===== src/source/dcache_pkg.sv =====
`default_nettype none

package dcache_pkg;

    // Byte offset inside an 8-byte line
    localparam int offset_bits = 3;

    localparam int default_line_count = 16;
    // One entry per nonzero memory tag
    localparam int default_mshr_depth = 15;

    typedef logic [31:0] addr_t;
    typedef logic [31:0] word_t;
    typedef logic [3:0] mem_tag_t;
    typedef logic [31-offset_bits:0] line_tag_t;

    // Same 64 bits seen at three granularities
    typedef union packed {
        logic [63:0] dword;
        word_t [1:0] words;
        logic [7:0][7:0] bytes;
    } mem_block_t;

    // Line tag of a byte address
    function automatic line_tag_t line_of(input addr_t addr);
        return addr[31:offset_bits];
    endfunction

    // Word select inside the line, 1 picks the upper word
    function automatic logic word_of(input addr_t addr);
        return addr[2];
    endfunction

endpackage

`default_nettype wire


===== src/source/dcache_miss_request.sv =====
`default_nettype none
`timescale 1ns/100ps

module dcache_miss_request (
    input  wire logic                     store_valid,
    input  wire dcache_pkg::addr_t        store_addr,
    input  wire logic                     store_hit,
    input  wire logic [1:0]               load_valid,
    input  wire dcache_pkg::addr_t [1:0]  load_addr,
    input  wire logic [1:0]               load_hit,
    input  wire logic                     refill_valid,
    input  wire logic                     mem_write_valid,
    input  wire logic                     miss_pending,
    output logic                          store_write,
    output dcache_pkg::line_tag_t         miss_tag,
    output logic                          mem_req_valid,
    output dcache_pkg::line_tag_t         mem_req_tag
);

    logic       store_miss;
    logic [1:0] load_miss;
    logic       miss_valid;

    // Store completes only on a hit and when the line store is free
    assign store_write = store_valid && store_hit && !refill_valid;

    assign store_miss = store_valid && !store_hit;
    assign load_miss = load_valid & ~load_hit;

    // Store first, then the older load port, then the younger one
    always_comb begin
        miss_valid = 1'b0;
        miss_tag = '0;
        if (store_miss) begin
            miss_valid = 1'b1;
            miss_tag = dcache_pkg::line_of(store_addr);
        end else if (load_miss[0]) begin
            miss_valid = 1'b1;
            miss_tag = dcache_pkg::line_of(load_addr[0]);
        end else if (load_miss[1]) begin
            miss_valid = 1'b1;
            miss_tag = dcache_pkg::line_of(load_addr[1]);
        end
    end

    // Writeback owns the memory port this cycle
    // and a line already in flight is not asked for twice
    assign mem_req_valid = miss_valid && !mem_write_valid && !miss_pending;
    assign mem_req_tag = miss_tag;

endmodule

`default_nettype wire


===== config.mk =====
export PLATFORM = sky130hd
export DESIGN_NAME = dcache_miss_request
export DESIGN_NICKNAME = d
export VERILOG_FILES = /design/src/source/dcache_pkg.sv /design/src/source/dcache_miss_request.sv
export SDC_FILE = /design/constraint.sdc
export NUM_CORES = 1
export LEC_CHECK = 0
export BUFFER_PORTS_ARGS = -buffer_cell sky130_fd_sc_hd__buf_2
export CORE_AREA = 2 2 64 66
export DETAILED_ROUTE_END_ITERATION = 6
export DIE_AREA = 0 0 66 68
export GPL_ROUTABILITY_DRIVEN = 0
export PLACE_DENSITY = 0.78
export SLEW_MARGIN = 20
export SYNTH_ARGS = -nofsm -noshare
export SYNTH_HDL_FRONTEND = slang
export SYNTH_SLANG_ARGS = --single-unit

===== constraint.sdc =====
create_clock -name vclk -period 1.3
set_clock_uncertainty 0.2 [all_clocks]
set_input_delay 0.26 -clock vclk [all_inputs]
set_output_delay 0.26 -clock vclk [all_outputs]
set_load 0.02 [all_outputs]

## Word-level counts from Yosys, hierarchy flattened

Index checks and enable logic that the tools add are counted.

| storage, ports and cells | value |
|---|---|
| output and inout bits | 60 |
| register bits | 0 |
| input port bits | 105 |

| cells by class | value |
|---|---|
| bitwise logic cells | 2 |
| reduce and logical (&&, ||, !) cells | 9 |
| multiplexer cells | 6 |

Operators by type and width:

| operator | count |
|---|---|
| 2-to-1 mux 29 bit | 3 |
| logical AND 1 bit | 5 |
| logical NOT 1 bit | 4 |
| 2-to-1 mux 1 bit | 3 |
| bitwise AND 2 bit | 1 |
| inverter 2 bit | 1 |

## Depth between registers and ports, before layout

| logic depth | value |
|---|---|
| word-level depth | 7 |
| mapped depth | 6 |
| mapped depth without buffers | 3 |

## Worst setup path before layout

No wires, ideal clock.

| timing | value |
|---|---|
| path type | input-to-output |
| start | input load_hit[1] |
| end | output miss_tag[18] |
| data arrival time | 1.426 ns |
| buffers on the path | 2 |
| path slack | -0.586 ns |
| required time | 0.840 ns |
| stages | 5 |
| cell sequence | and2b_1 > buf_2 > nand3_1 > a31oi_1 > buf_4 |

| between the ends | value |
|---|---|
| cells in the longest elaborated chain, start to end | 5 |

Ends and longest elaborated chain:

| item | line | RTL |
|---|---|---|
| start: declaration | dcache_miss_request.sv:10 | `input wire logic [1:0] load_hit,` |
| inverter 2 bit | dcache_miss_request.sv:28 | `assign load_miss = load_valid & ~load_hit;` |
| bitwise AND 2 bit | dcache_miss_request.sv:28 |  |
| 2-to-1 mux 29 bit | dcache_miss_request.sv:40 | `end else if (load_miss[1]) begin` |
| 2-to-1 mux 29 bit | dcache_miss_request.sv:37 | `end else if (load_miss[0]) begin` |
| 2-to-1 mux 29 bit | dcache_miss_request.sv:34 | `if (store_miss) begin` |
| end: declaration | dcache_miss_request.sv:15 | `output dcache_pkg::line_tag_t miss_tag,` |

No other way between the ends.

## Final worst setup path

| timing | value |
|---|---|
| start | input load_hit[1] |
| end | output mem_req_tag[8] |

| between the ends | value |
|---|---|
| cells in the longest elaborated chain, start to end | 5 |

Ends and longest elaborated chain:

| item | line | RTL |
|---|---|---|
| inverter 2 bit | dcache_miss_request.sv:28 |  |
| bitwise AND 2 bit | dcache_miss_request.sv:28 |  |
| 2-to-1 mux 29 bit | dcache_miss_request.sv:40 |  |
| 2-to-1 mux 29 bit | dcache_miss_request.sv:37 |  |
| 2-to-1 mux 29 bit | dcache_miss_request.sv:34 |  |
| end: declaration | dcache_miss_request.sv:17 | `output dcache_pkg::line_tag_t mem_req_tag` |

No other way between the ends.

==> flow_summary_export.csv <==
group,metric,value,unit
placement,io_buffers,156,
final_layout,mostFrequentLayoutCell,"buf_2",
timing,worst_hold_slack,0.570,ns
final_layout,fill_cells,338,
cts,cts_post_setup_buffers_inserted,0,
outcome,failed_checks,"setup timing",
logic_synthesis,netlist-cell-type-count,11,
final_layout,final_layout_size_suffix_gt1_frac,0.712,
final_layout,final_cell_mix,"buf_2 (97), buf_4 (47), nor2_1 (31), nand3_1 (29), a31oi_4 (29)",
route,drc,0,
critical_path,cpPeakStageDelay,0.26,ns
floorplan,design.core.area,3860,sq um
hold_path,path_category_of_the_worst_min_delay_check,"in2out",
route,via_count,1657,
timing,timing_max_transition_violations_final,0,
route,wire_per_inst,14.3,um
critical_path,critical_path.endpoint_type,"output port",
critical_path,crit_chain,"buf_2 > and2b_2 > buf_12 > nand3_1 > a31oi_4 > buf_6",
route,first_pass_iters,4,
hold_path,min_from,"refill_valid",
route,via_cell_ratio,4.80,
final_layout,area_growth_syn_to_layout,151,%
grt,first_global_vias,1475,
route,dr.first_iter.drc_count,34,
timing,worst-slew-pin-transition,0.227,ns
critical_path,arrival,1.31,ns
cts,holdBufCountCts,0,
hold_path,hold_depth,3,
critical_path,critPathLaunchType,"input port",
final_layout,nFlopsAndLatches,0,
floorplan,io_pins,165,
critical_path,required_time_of_the_critical_path,0.84,ns
logic_synthesis,count_of_synthesis_stage_warnings_from_yosys,0,
job,cap_violations,0,
timing,post-route-min-period,1.77,ns
route,ant_nets,0,
grt,pin_count_of_the_biggest_net_entering_global_routing,31,
logic_synthesis,syn-cell-area,938,sq um
hold_path,holdPathEnd,"store_write",
critical_path,crit_path_max_fanout,15,
critical_path,startpoint_to_endpoint_class_of_the_critical_path,"in2out",
timing,achievable_freq,0.564,GHz
outcome,outcome,"complete, but fails checks",
floorplan,die_width,66,um
grt,grt_first_pass_wirelength,6.45,mm
logic_synthesis,post_syn_area_per_cell,5.55,sq um
logic_synthesis,synthesis.instances,169,
floorplan,floorplan_die_height,68,um
power,max-vdd-ir-drop,0.000230,V
final_layout,final_nets,402,
timing,unrepaired_setup_endpoints_after_global_routing,"true",
power,power_density,490,nW/um^2
floorplan,rows,23,
placement,detailed_place_hpwl,3.40,mm
power,power.static_leakage,1.07,nW
grt,grt_use_total,0.178,
final_layout,num-clock-buffers,0,
placement,placed_cells,342,
route,totalWireLength,4.92,mm
final_layout,layout.cells.non_filler,345,
final_layout,ff_latch_area,0,sq um
timing,fin_crit_sh,1.36,
floorplan,die_area,4490,sq um
timing,final-setup-viol-count,59,
logic_synthesis,postSynthNetCount,274,
timing,final-hold-violation-count,0,
timing,setup_total_negative_slack,-25.46,ns
grt,grt_antenna_before_repair,0,
timing,worst_slew_margin_rel,0.848,
logic_synthesis,seq_area_frac_synth,0,
critical_path,cp_slowest_cell,"and2b_2",
grt,grt-ovfl-total,0,
floorplan,effective_utilization_at_floorplan,0.243,
timing,timing.final.ws_setup,-0.473,ns
final_layout,antenna_diode_count,0,
through the flow:
step	total power, mW	utilization	setup WS (ns)	instance area [sq um]
after global placement	0.960	0.537	-0.456	2070
final	1.15	0.611	-0.473	2360
after floorplan	0.760	-	-0.337	1460
after global routing	1.21	0.611	-0.507	2360
after detailed placement	0.974	0.537	-0.462	2070
after CTS	1.09	0.582	-0.461	2250
what timing repair did:
item / in CTS / in global routing
pin swaps: 0 / 3
gates resized for setup: 60 / 25
gates cloned: 1 / 2
endpoints found under the hold margin: 0 / 0
endpoints found under the setup margin: 59 / 59
metal layers:
layer	vias to the layer above	share of wire	track usage
met3	6	0.078	0.0148
met1	754	0.34	0.189
met4	0	0.0089	0.00510
met5	-	0	0
li1	812	-	-
met2	85	0.58	0.393
synthesized netlist by cell type:
master    count  share of area
buf_4        33           0.26
nor2_1       31           0.12
nand2_1      30           0.12
a31oi_1      29           0.19
nand3_1      29           0.15
buf_2         8          0.043
buf_6         4          0.048
and2b_1       2          0.016
a211oi_2      1          0.013
nand2b_2      1         0.0093
nand2b_4      1          0.015
cell type report:
| class | count | area [sq um] | share of cell area |
|---|---|---|---|
| Multi-Input combinational cell | 124 | 1060 | 0.451 |
| Tap cell | 50 | 62.6 | 0.0265 |
| Timing Repair Buffer | 171 | 1230 | 0.522 |
critical path, delay by kind of cell:
family          cells  cell delay (ns)
simple gates        2             0.40
compound gates      1             0.25
buf+inv             3             0.40
cells by family after synthesis:
logic type	Yosys count	share of synthesized area
AND/OR/NAND/NOR	94	0.439
buffers and inverters	45	0.355
AO/OA/AOI/OAI	30	0.207
how the worst max path moves through the flow:
stage                      from             end  cells past startpoint
global route        load_hit[1]  mem_req_tag[8]                      6
floorplan           load_hit[1]    miss_tag[10]                      5
CTS                 load_hit[1]    miss_tag[18]                      6
finish              load_hit[1]  mem_req_tag[8]                      6
global placement    load_hit[1]    miss_tag[11]                      6
detailed placement  load_hit[1]    miss_tag[18]                      6
power by group:
| group | switching, mW | internal [mW] | total [mW] |
|---|---|---|---|
| logic | 0.592 | 0.562 | 1.15 |
| registers | 0 | 0 | 0 |
| clock network | 0 | 0 | 0 |
No activity file was read; power rests on OpenSTA's default activity.
