==> config.mk <==
export PLATFORM = sky130hd
export DESIGN_NAME = dcache_mshr
export DESIGN_NICKNAME = d
export VERILOG_FILES = /design/src/source/dcache_pkg.sv /design/src/source/dcache_mshr.sv
export SDC_FILE = /design/constraint.sdc
export NUM_CORES = 1
export LEC_CHECK = 0
export BUFFER_PORTS_ARGS = -buffer_cell sky130_fd_sc_hd__buf_2
export CORE_MARGIN = 2
export CORE_UTILIZATION = 48
export DETAILED_ROUTE_END_ITERATION = 10
export PLACE_DENSITY = 0.61
export SYNTH_ARGS = -nofsm -noshare
export SYNTH_HDL_FRONTEND = slang
export SYNTH_SLANG_ARGS = --single-unit
==> constraint.sdc <==
create_clock -name clock -period 4.88 [get_ports clock]
set_clock_uncertainty 0.05 [all_clocks]
set_input_delay 0.976 -clock clock [delete_from_list [all_inputs] [get_ports clock]]
set_output_delay 0.976 -clock clock [all_outputs]
set_load 0.1 [all_outputs]
==> src/source/dcache_pkg.sv <==
`default_nettype none

package dcache_pkg;

    // Byte offset inside an 8-byte line
    localparam int offset_bits = 3;

    localparam int default_line_count = 16;
    // One entry per nonzero memory tag
    localparam int default_mshr_depth = 15;

    typedef logic [31:0] addr_t;
    typedef logic [31:0] word_t;
    typedef logic [3:0] mem_tag_t;
    typedef logic [31-offset_bits:0] line_tag_t;

    // Same 64 bits seen at three granularities
    typedef union packed {
        logic [63:0] dword;
        word_t [1:0] words;
        logic [7:0][7:0] bytes;
    } mem_block_t;

    // Line tag of a byte address
    function automatic line_tag_t line_of(input addr_t addr);
        return addr[31:offset_bits];
    endfunction

    // Word select inside the line, 1 picks the upper word
    function automatic logic word_of(input addr_t addr);
        return addr[2];
    endfunction

endpackage

`default_nettype wire

==> src/source/dcache_mshr.sv <==
`default_nettype none
`timescale 1ns/100ps

module dcache_mshr #(
    parameter int mshr_depth = 15
) (
    input  wire logic                     clock,
    input  wire logic                     reset,
    input  wire dcache_pkg::line_tag_t    miss_tag,
    output logic                          miss_pending,
    input  wire dcache_pkg::line_tag_t    mem_req_tag,
    input  wire logic                     mem_req_accepted,
    input  wire dcache_pkg::mem_tag_t     current_req_tag,
    input  wire dcache_pkg::mem_tag_t     mem_data_tag,
    output logic                          refill_valid,
    output dcache_pkg::line_tag_t         refill_tag
);

    localparam int ptr_bits = $clog2(mshr_depth);

    logic [mshr_depth-1:0]       entry_valid;
    dcache_pkg::mem_tag_t        entry_mem_tag [mshr_depth];
    dcache_pkg::line_tag_t       entry_line_tag [mshr_depth];

    logic [ptr_bits-1:0]         head;
    logic [ptr_bits-1:0]         tail;
    logic [ptr_bits-1:0]         head_next;
    logic [ptr_bits-1:0]         tail_next;
    logic                        push;
    logic                        pop;

    // Duplicate check across every outstanding entry
    always_comb begin
        miss_pending = 1'b0;
        for (int i = 0; i < mshr_depth; i++) begin
            if (entry_valid[i] && entry_line_tag[i] == miss_tag) begin
                miss_pending = 1'b1;
            end
        end
    end

    // Only the head may retire, memory returns in order
    assign pop = (mem_data_tag != '0) && entry_valid[head] &&
                 (entry_mem_tag[head] == mem_data_tag);
    assign push = mem_req_accepted && (current_req_tag != '0);

    assign refill_valid = pop;
    assign refill_tag = entry_line_tag[head];

    assign head_next = (head == ptr_bits'(mshr_depth - 1)) ? '0 : head + 1'b1;
    assign tail_next = (tail == ptr_bits'(mshr_depth - 1)) ? '0 : tail + 1'b1;

    always_ff @(posedge clock) begin
        if (!reset) begin
            entry_valid <= '0;
            head <= '0;
            tail <= '0;
        end else begin
            if (pop) begin
                entry_valid[head] <= 1'b0;
                head <= head_next;
            end
            if (push) begin
                entry_valid[tail] <= 1'b1;
                tail <= tail_next;
            end
        end
    end

    always_ff @(posedge clock) begin
        if (push) begin
            entry_mem_tag[tail] <= current_req_tag;
            entry_line_tag[tail] <= mem_req_tag;
        end
    end

endmodule

`default_nettype wire

-- Yosys cells after proc, flatten, opt, wreduce, memory -nomap -nowiden
Memory sizes are Yosys's and may differ from the RTL's. A register that Yosys moved wholly into a read port is not among the register bits.
Cells that the tools add are included.
- flip-flop bits (word level): 23
- bits in writable memories: 495
- input port bits: 69
- memories kept: 2
- add/sub/neg operators: 2
- $lt $le $gt $ge: 4
- eq/ne operators: 18
- muxes and demuxes: 32
- bitwise logic cells: 3
- reduce and logical (&&, ||, !) cells: 22
- memory list (name ; depth ; width ; rd ports ; clocked after memory_dff ; write ports ; RTL line ; source):
    entry_line_tag ; 15 ; 29 ; 16 ; 1 ; 1 ; dcache_mshr.sv:23 ; dcache_pkg::line_tag_t entry_line_tag [mshr_depth];
    entry_mem_tag ; 15 ; 4 ; 1 ; 1 ; 1 ; dcache_mshr.sv:22 ; dcache_pkg::mem_tag_t entry_mem_tag [mshr_depth];
- operators by type and width (operator ; count):
    $eq 29x29->1 ; 15
    $mux 15 ; 3
    $mux 4 ; 6
    $logic_and 1x1->1 ; 20
    $mux 1 ; 20
    $and 15x15->15 ; 1
    $not 15->15 ; 1
    $or 15x15->15 ; 1
    $lt 4x5->1 const B ; 2
    $add 4x1->4 const B ; 2
    $demux 1 s4 ; 2
    $eq 4x4->1 const B ; 2
    $ge 4x1->1 const B ; 2
    $reduce_bool 4->1 ; 2
    $bmux 1 s4 ; 1
    $eq 4x4->1 ; 1

-- Depth between registers and ports, before layout
- depth in word-level cells: 17
- gate-level depth with buffers: 10

-- Least setup slack after synthesis
No wires, ideal clock.
- path type: input -> register
- start point: input port current_req_tag[1]
- end point: register entry_valid[0]
- library setup time: 0.068 ns
- arrival time: 4.426 ns
- path slack: 0.336 ns
- stages: 5
- cells stage by stage: o41ai_1 -> or3_1 -> clkbuf_1 -> nor3_1 -> o221a_2
- longest elaborated chain between the ends: 3
- RTL lines (item ; RTL line ; source):
    start: declaration ; dcache_mshr.sv:13 ; input wire dcache_pkg::mem_tag_t current_req_tag,
    $reduce_bool 4->1 ; dcache_mshr.sv:45 ; assign push = mem_req_accepted && (current_req_tag != '0);
    $logic_and 1x1->1 ; dcache_mshr.sv:45 ;
    $mux 15 ; dcache_mshr.sv:63 ; if (push) begin
    end signal: assignment ; dcache_mshr.sv:55 ; entry_valid <= '0;
    end signal: indexed assignment ; dcache_mshr.sv:60 ; entry_valid[head] <= 1'b0;
    end signal: indexed assignment ; dcache_mshr.sv:64 ; entry_valid[tail] <= 1'b1;
    end: declaration ; dcache_mshr.sv:21 ; logic [mshr_depth-1:0] entry_valid;
Every way passes these cells.
A chain may end at the register's enable or synchronous reset.

-- Final worst setup path
- start point: input port miss_tag[3]
- end point: output port miss_pending
- longest elaborated chain between the ends: 17
- RTL lines (item ; RTL line ; source):
    start: declaration ; dcache_mshr.sv:9 ; input wire dcache_pkg::line_tag_t miss_tag,
    $eq 29x29->1 ; dcache_mshr.sv:36 ; if (entry_valid[i] && entry_line_tag[i] == miss_tag) begin
    $logic_and 1x1->1 ; dcache_mshr.sv:36 ;
    $mux 1 (14 in series) ; dcache_mshr.sv:36 ;
    $mux 1 (*) ; dcache_mshr.sv:36 ;
    end: declaration ; dcache_mshr.sv:10 ; output logic miss_pending,
Mark *: on every way between the ends. The rest lies on a longest branch, timed or not.

==> impl_metrics.ini <==
[drt]
post_drt_wl_per_cell_microns = 39.6
first_pass_iters = 5
drc_errors = 0
drt_iter0_markers = 2336
drt_wl_total_mm = 96.7
via_per_inst = 6.61
vias = 16100
drtAntennaViolNets = 0

[clock_network]
cts_tree = yes
clkSinkCount = 551
cts_buffers = 58
cts_root_buf = clkbuf_16
htree_levels = 2
clkTransAtPathRegs_ps = 60
clkLatencyLatePin_ps = 640
cts_setup_buffers = 0
cts_buffer_depth = 3

[critical_path]
slowest_delay_ps = 640
crit_buf_inv = 2
start_kind = input port
critPathKind = in -> out
cp_common_cell = nor4_1
required_ps = 3850
slowest_stage = xor2_1
cpLargestDelayFamily = simple AND/OR/NAND/NOR gates
arrival_ps = 3730
path_max_fanout = 11
end_kind = output pin
crit_chain = buf_2, xor2_1, nor4_1, nand4_1, nor4_1, or4_1, nor4_1, nand4_1, buf_12

[floorplan]
die_x_microns = 237
io_pins = 100
dieArea_sq_um = 56300
num_rows = 85
coreArea_sq_um = 53800
initial_utilization = 0.486
die_h_microns = 237

[yosys]
synth_simple_gate_area_share = 0.0531
synth.ff_latch_count = 551
synth_cell_types = 57
avgSynthCellArea_sq_um = 16.5
synth_compound_area_frac = 0.0173
yosysWarnings = 0
synth-main-ff-cell = edfxtp_1
synth_enable_flop_cells = 524
synth_xor_area_frac = 0.147
synth.net_count = 1650
syn-instance-count = 1581
syn_area_sq_um = 26100
yosysSeqAreaShare = 0.623
synth_top_family_by_area = XOR/XNOR gates
synthArstFlopShare = 0
yosys.area_share.adder = 0
yosys-mux-area-fraction = 0.142

[power_and_ir_drop]
intPower_w = 0.00791
peakVddDrop_uv = 333
power.density_nw_per_um2 = 355
p_comb_frac = 0.085
clock_power_share = 0.415
switching_power_w = 0.00260
swShare = 0.248
leakage_nw = 9.33
p_seq_frac = 0.500

[global_route]
grt_use_met1 = 0.504
grt_start_max_net_pins = 54
grt_use_met3 = 0.0638
grt-busiest-layer = met2
grt_remaining_overflow = 0
grt_usage = 0.348
grt_pass1_wl_mm = 132
antenna_found_initial = 4
use_met2 = 0.534
grt_pass1_vias = 15500

[flow_run]
drv_cap = 0

[place]
io_buffers = 99
hpwl_mm = 69.1
place_area_sq_um = 27700
place_congestion = 0.995

[timing]
tns_ps = 0
finalCritPeriodShare = 0.975
fmax_mhz = 210
max_slew_margin = 0.388
finalSetupViolations = 0
tightest_slew_ps = 909
period_minus_slack_ps = 4760
slew_viol_final = 0
hold_viol_final = 0
rsz0062_at_grt = false

[cells_and_area]
final_cell_area_sq_um = 29600
drive_gt1_frac = 0.249
final_nets = 1760
syn_to_final_growth_pct = 13.3
fillers = 4295

[worst_hold_path]
min-delay-path-class = reg -> reg

[status]
status = finished clean
==> layout make-up <==
type	instances	area, sq um	area share
diodes	1	2.50	0.0000845
clock buffers	77	1550	0.0525
clock inverters	33	284	0.00959
inverters	11	41.3	0.00139
multi-input cells	912	9490	0.321
flip-flops and latches	551	16300	0.550
well taps	696	871	0.0294
repair buffers	157	1070	0.0362
==> cells in the mapped netlist (2+ instances only) <==
master | n | area [sq um]
buf_6 | 2 | 22.5
nor2b_1 | 4 | 25.0
buf_2 | 7 | 35.0
nand2b_1 | 9 | 56.3
or4_1 | 2 | 15.0
o22ai_1 | 2 | 12.5
nor4_1 | 86 | 538
nand4_1 | 54 | 338
nor3_1 | 11 | 55.1
o41ai_1 | 3 | 26.3
o21ai_0 | 20 | 100
edfxtp_1 | 524 | 15700
dfxtp_1 | 27 | 541
mux2_2 | 4 | 45.0
o211ai_1 | 2 | 15.0
o31a_1 | 2 | 17.5
o221a_2 | 3 | 33.8
xnor2_1 | 165 | 1450
buf_1 | 20 | 75.1
a31oi_1 | 3 | 18.8
nor3b_1 | 3 | 22.5
nand3_1 | 16 | 80.1
nor2_1 | 20 | 75.1
o21a_1 | 2 | 15.0
mux4_2 | 157 | 3540
or2_2 | 3 | 18.8
a21oi_1 | 17 | 85.1
a21boi_0 | 2 | 15.0
mux2i_1 | 8 | 80.1
nand2_1 | 16 | 60.1
inv_1 | 11 | 41.3
clkbuf_1 | 77 | 289
or3_1 | 3 | 18.8
xor2_1 | 273 | 2390
==> sequential cells by signal (all words and copies together) (netlist names), named ones only <==
name	count
entry_line_tag	464
entry_mem_tag	60
entry_valid	15
head	4
tail	4
==> cells in the final DEF (no fill, tap or decap), types with 7 or more instances in the layout <==
cell,count
edfxtp_1,524
xor2_1,273
xnor2_1,165
mux4_2,157
buf_2,98
nor4_1,85
clkbuf_16,59
nand4_1,54
buf_4,48
dfxtp_1,22
o21ai_0,20
a21oi_1,17
clkbuf_1,17
nand2_1,16
nand3_1,16
clkinv_2,13
nor2_4,11
clkinv_1,11
buf_12,11
inv_1,10
nand2b_1,9
nor2_1,9
mux2i_1,8
nor3_1,7
==> what timing repair did <==
| item | 4_1_cts | 5_1_grt |
|---|---|---|
| setup endpoints to repair | 1 | 2 |
| gates resized for setup | 1 | 2 |
| hold buffers | 0 | 0 |
==> cells by family after synthesis <==
| group | Yosys count |
|---|---|
| AOI/OAI and AO/OA | 69 |
| muxes | 171 |
| DFF | 551 |
| buffers and inverters | 118 |
| xor gates and xnor gates | 438 |
| and+or+nand+nor | 234 |
==> layer usage <==
metal  vias up  wire (microns)
met5         -              13
met4         2            3680
met3       151            9120
met2       966           44400
met1      8599           39500
li1       6389               -
==> power by group through the flow <==
stage / Clock (W) / Combinational, W / Sequential (W)
after floorplan: 0 / 0.000496 / 0.00534
after global placement: 0 / 0.000873 / 0.00535
after detailed placement: 0 / 0.000873 / 0.00535
after CTS: 0.00439 / 0.000877 / 0.00525
after global routing: 0.00457 / 0.000911 / 0.00526
final: 0.00436 / 0.000894 / 0.00525
==> metrics by stage <==
| step | cells | power [W] | util | hold WS (ps) | setup WS (ps) |
|---|---|---|---|---|---|
| floorplan | 1581 | 0.00584 | - | 468 | 336 |
| global placement | 2327 | 0.00623 | 0.516 | 491 | 49.9 |
| detailed placement | 2327 | 0.00623 | 0.516 | 521 | 100 |
| CTS | 2437 | 0.0105 | 0.550 | 532 | 86.1 |
| global route | 2437 | 0.0107 | 0.550 | 543 | 11.2 |
| finish | 2438 | 0.0105 | 0.550 | 536 | 121 |
==> path summary, 6_finish.rpt <==
kind	depth (start not counted)	slack (ps)	end	from
worst min-delay path	2	540	entry_valid[2]	entry_valid[2]
worst max register to register	7	1700	entry_valid[12]	register
worst max-delay path	9	120	miss_pending	miss_tag[3]
worst min register to register	2	540	entry_valid[2]	entry_valid[2]
==> worst register-to-register path, stage by stage (launching register included) <==
cell and delay [ps]:
dfxtp_4 760, mux4_2 670, nand2_1 120, a21oi_1 90, or4_1 510, o211a_2 220
nand4bb_1 350, o31a_1 320
No activity file was read; power rests on OpenSTA's default activity.
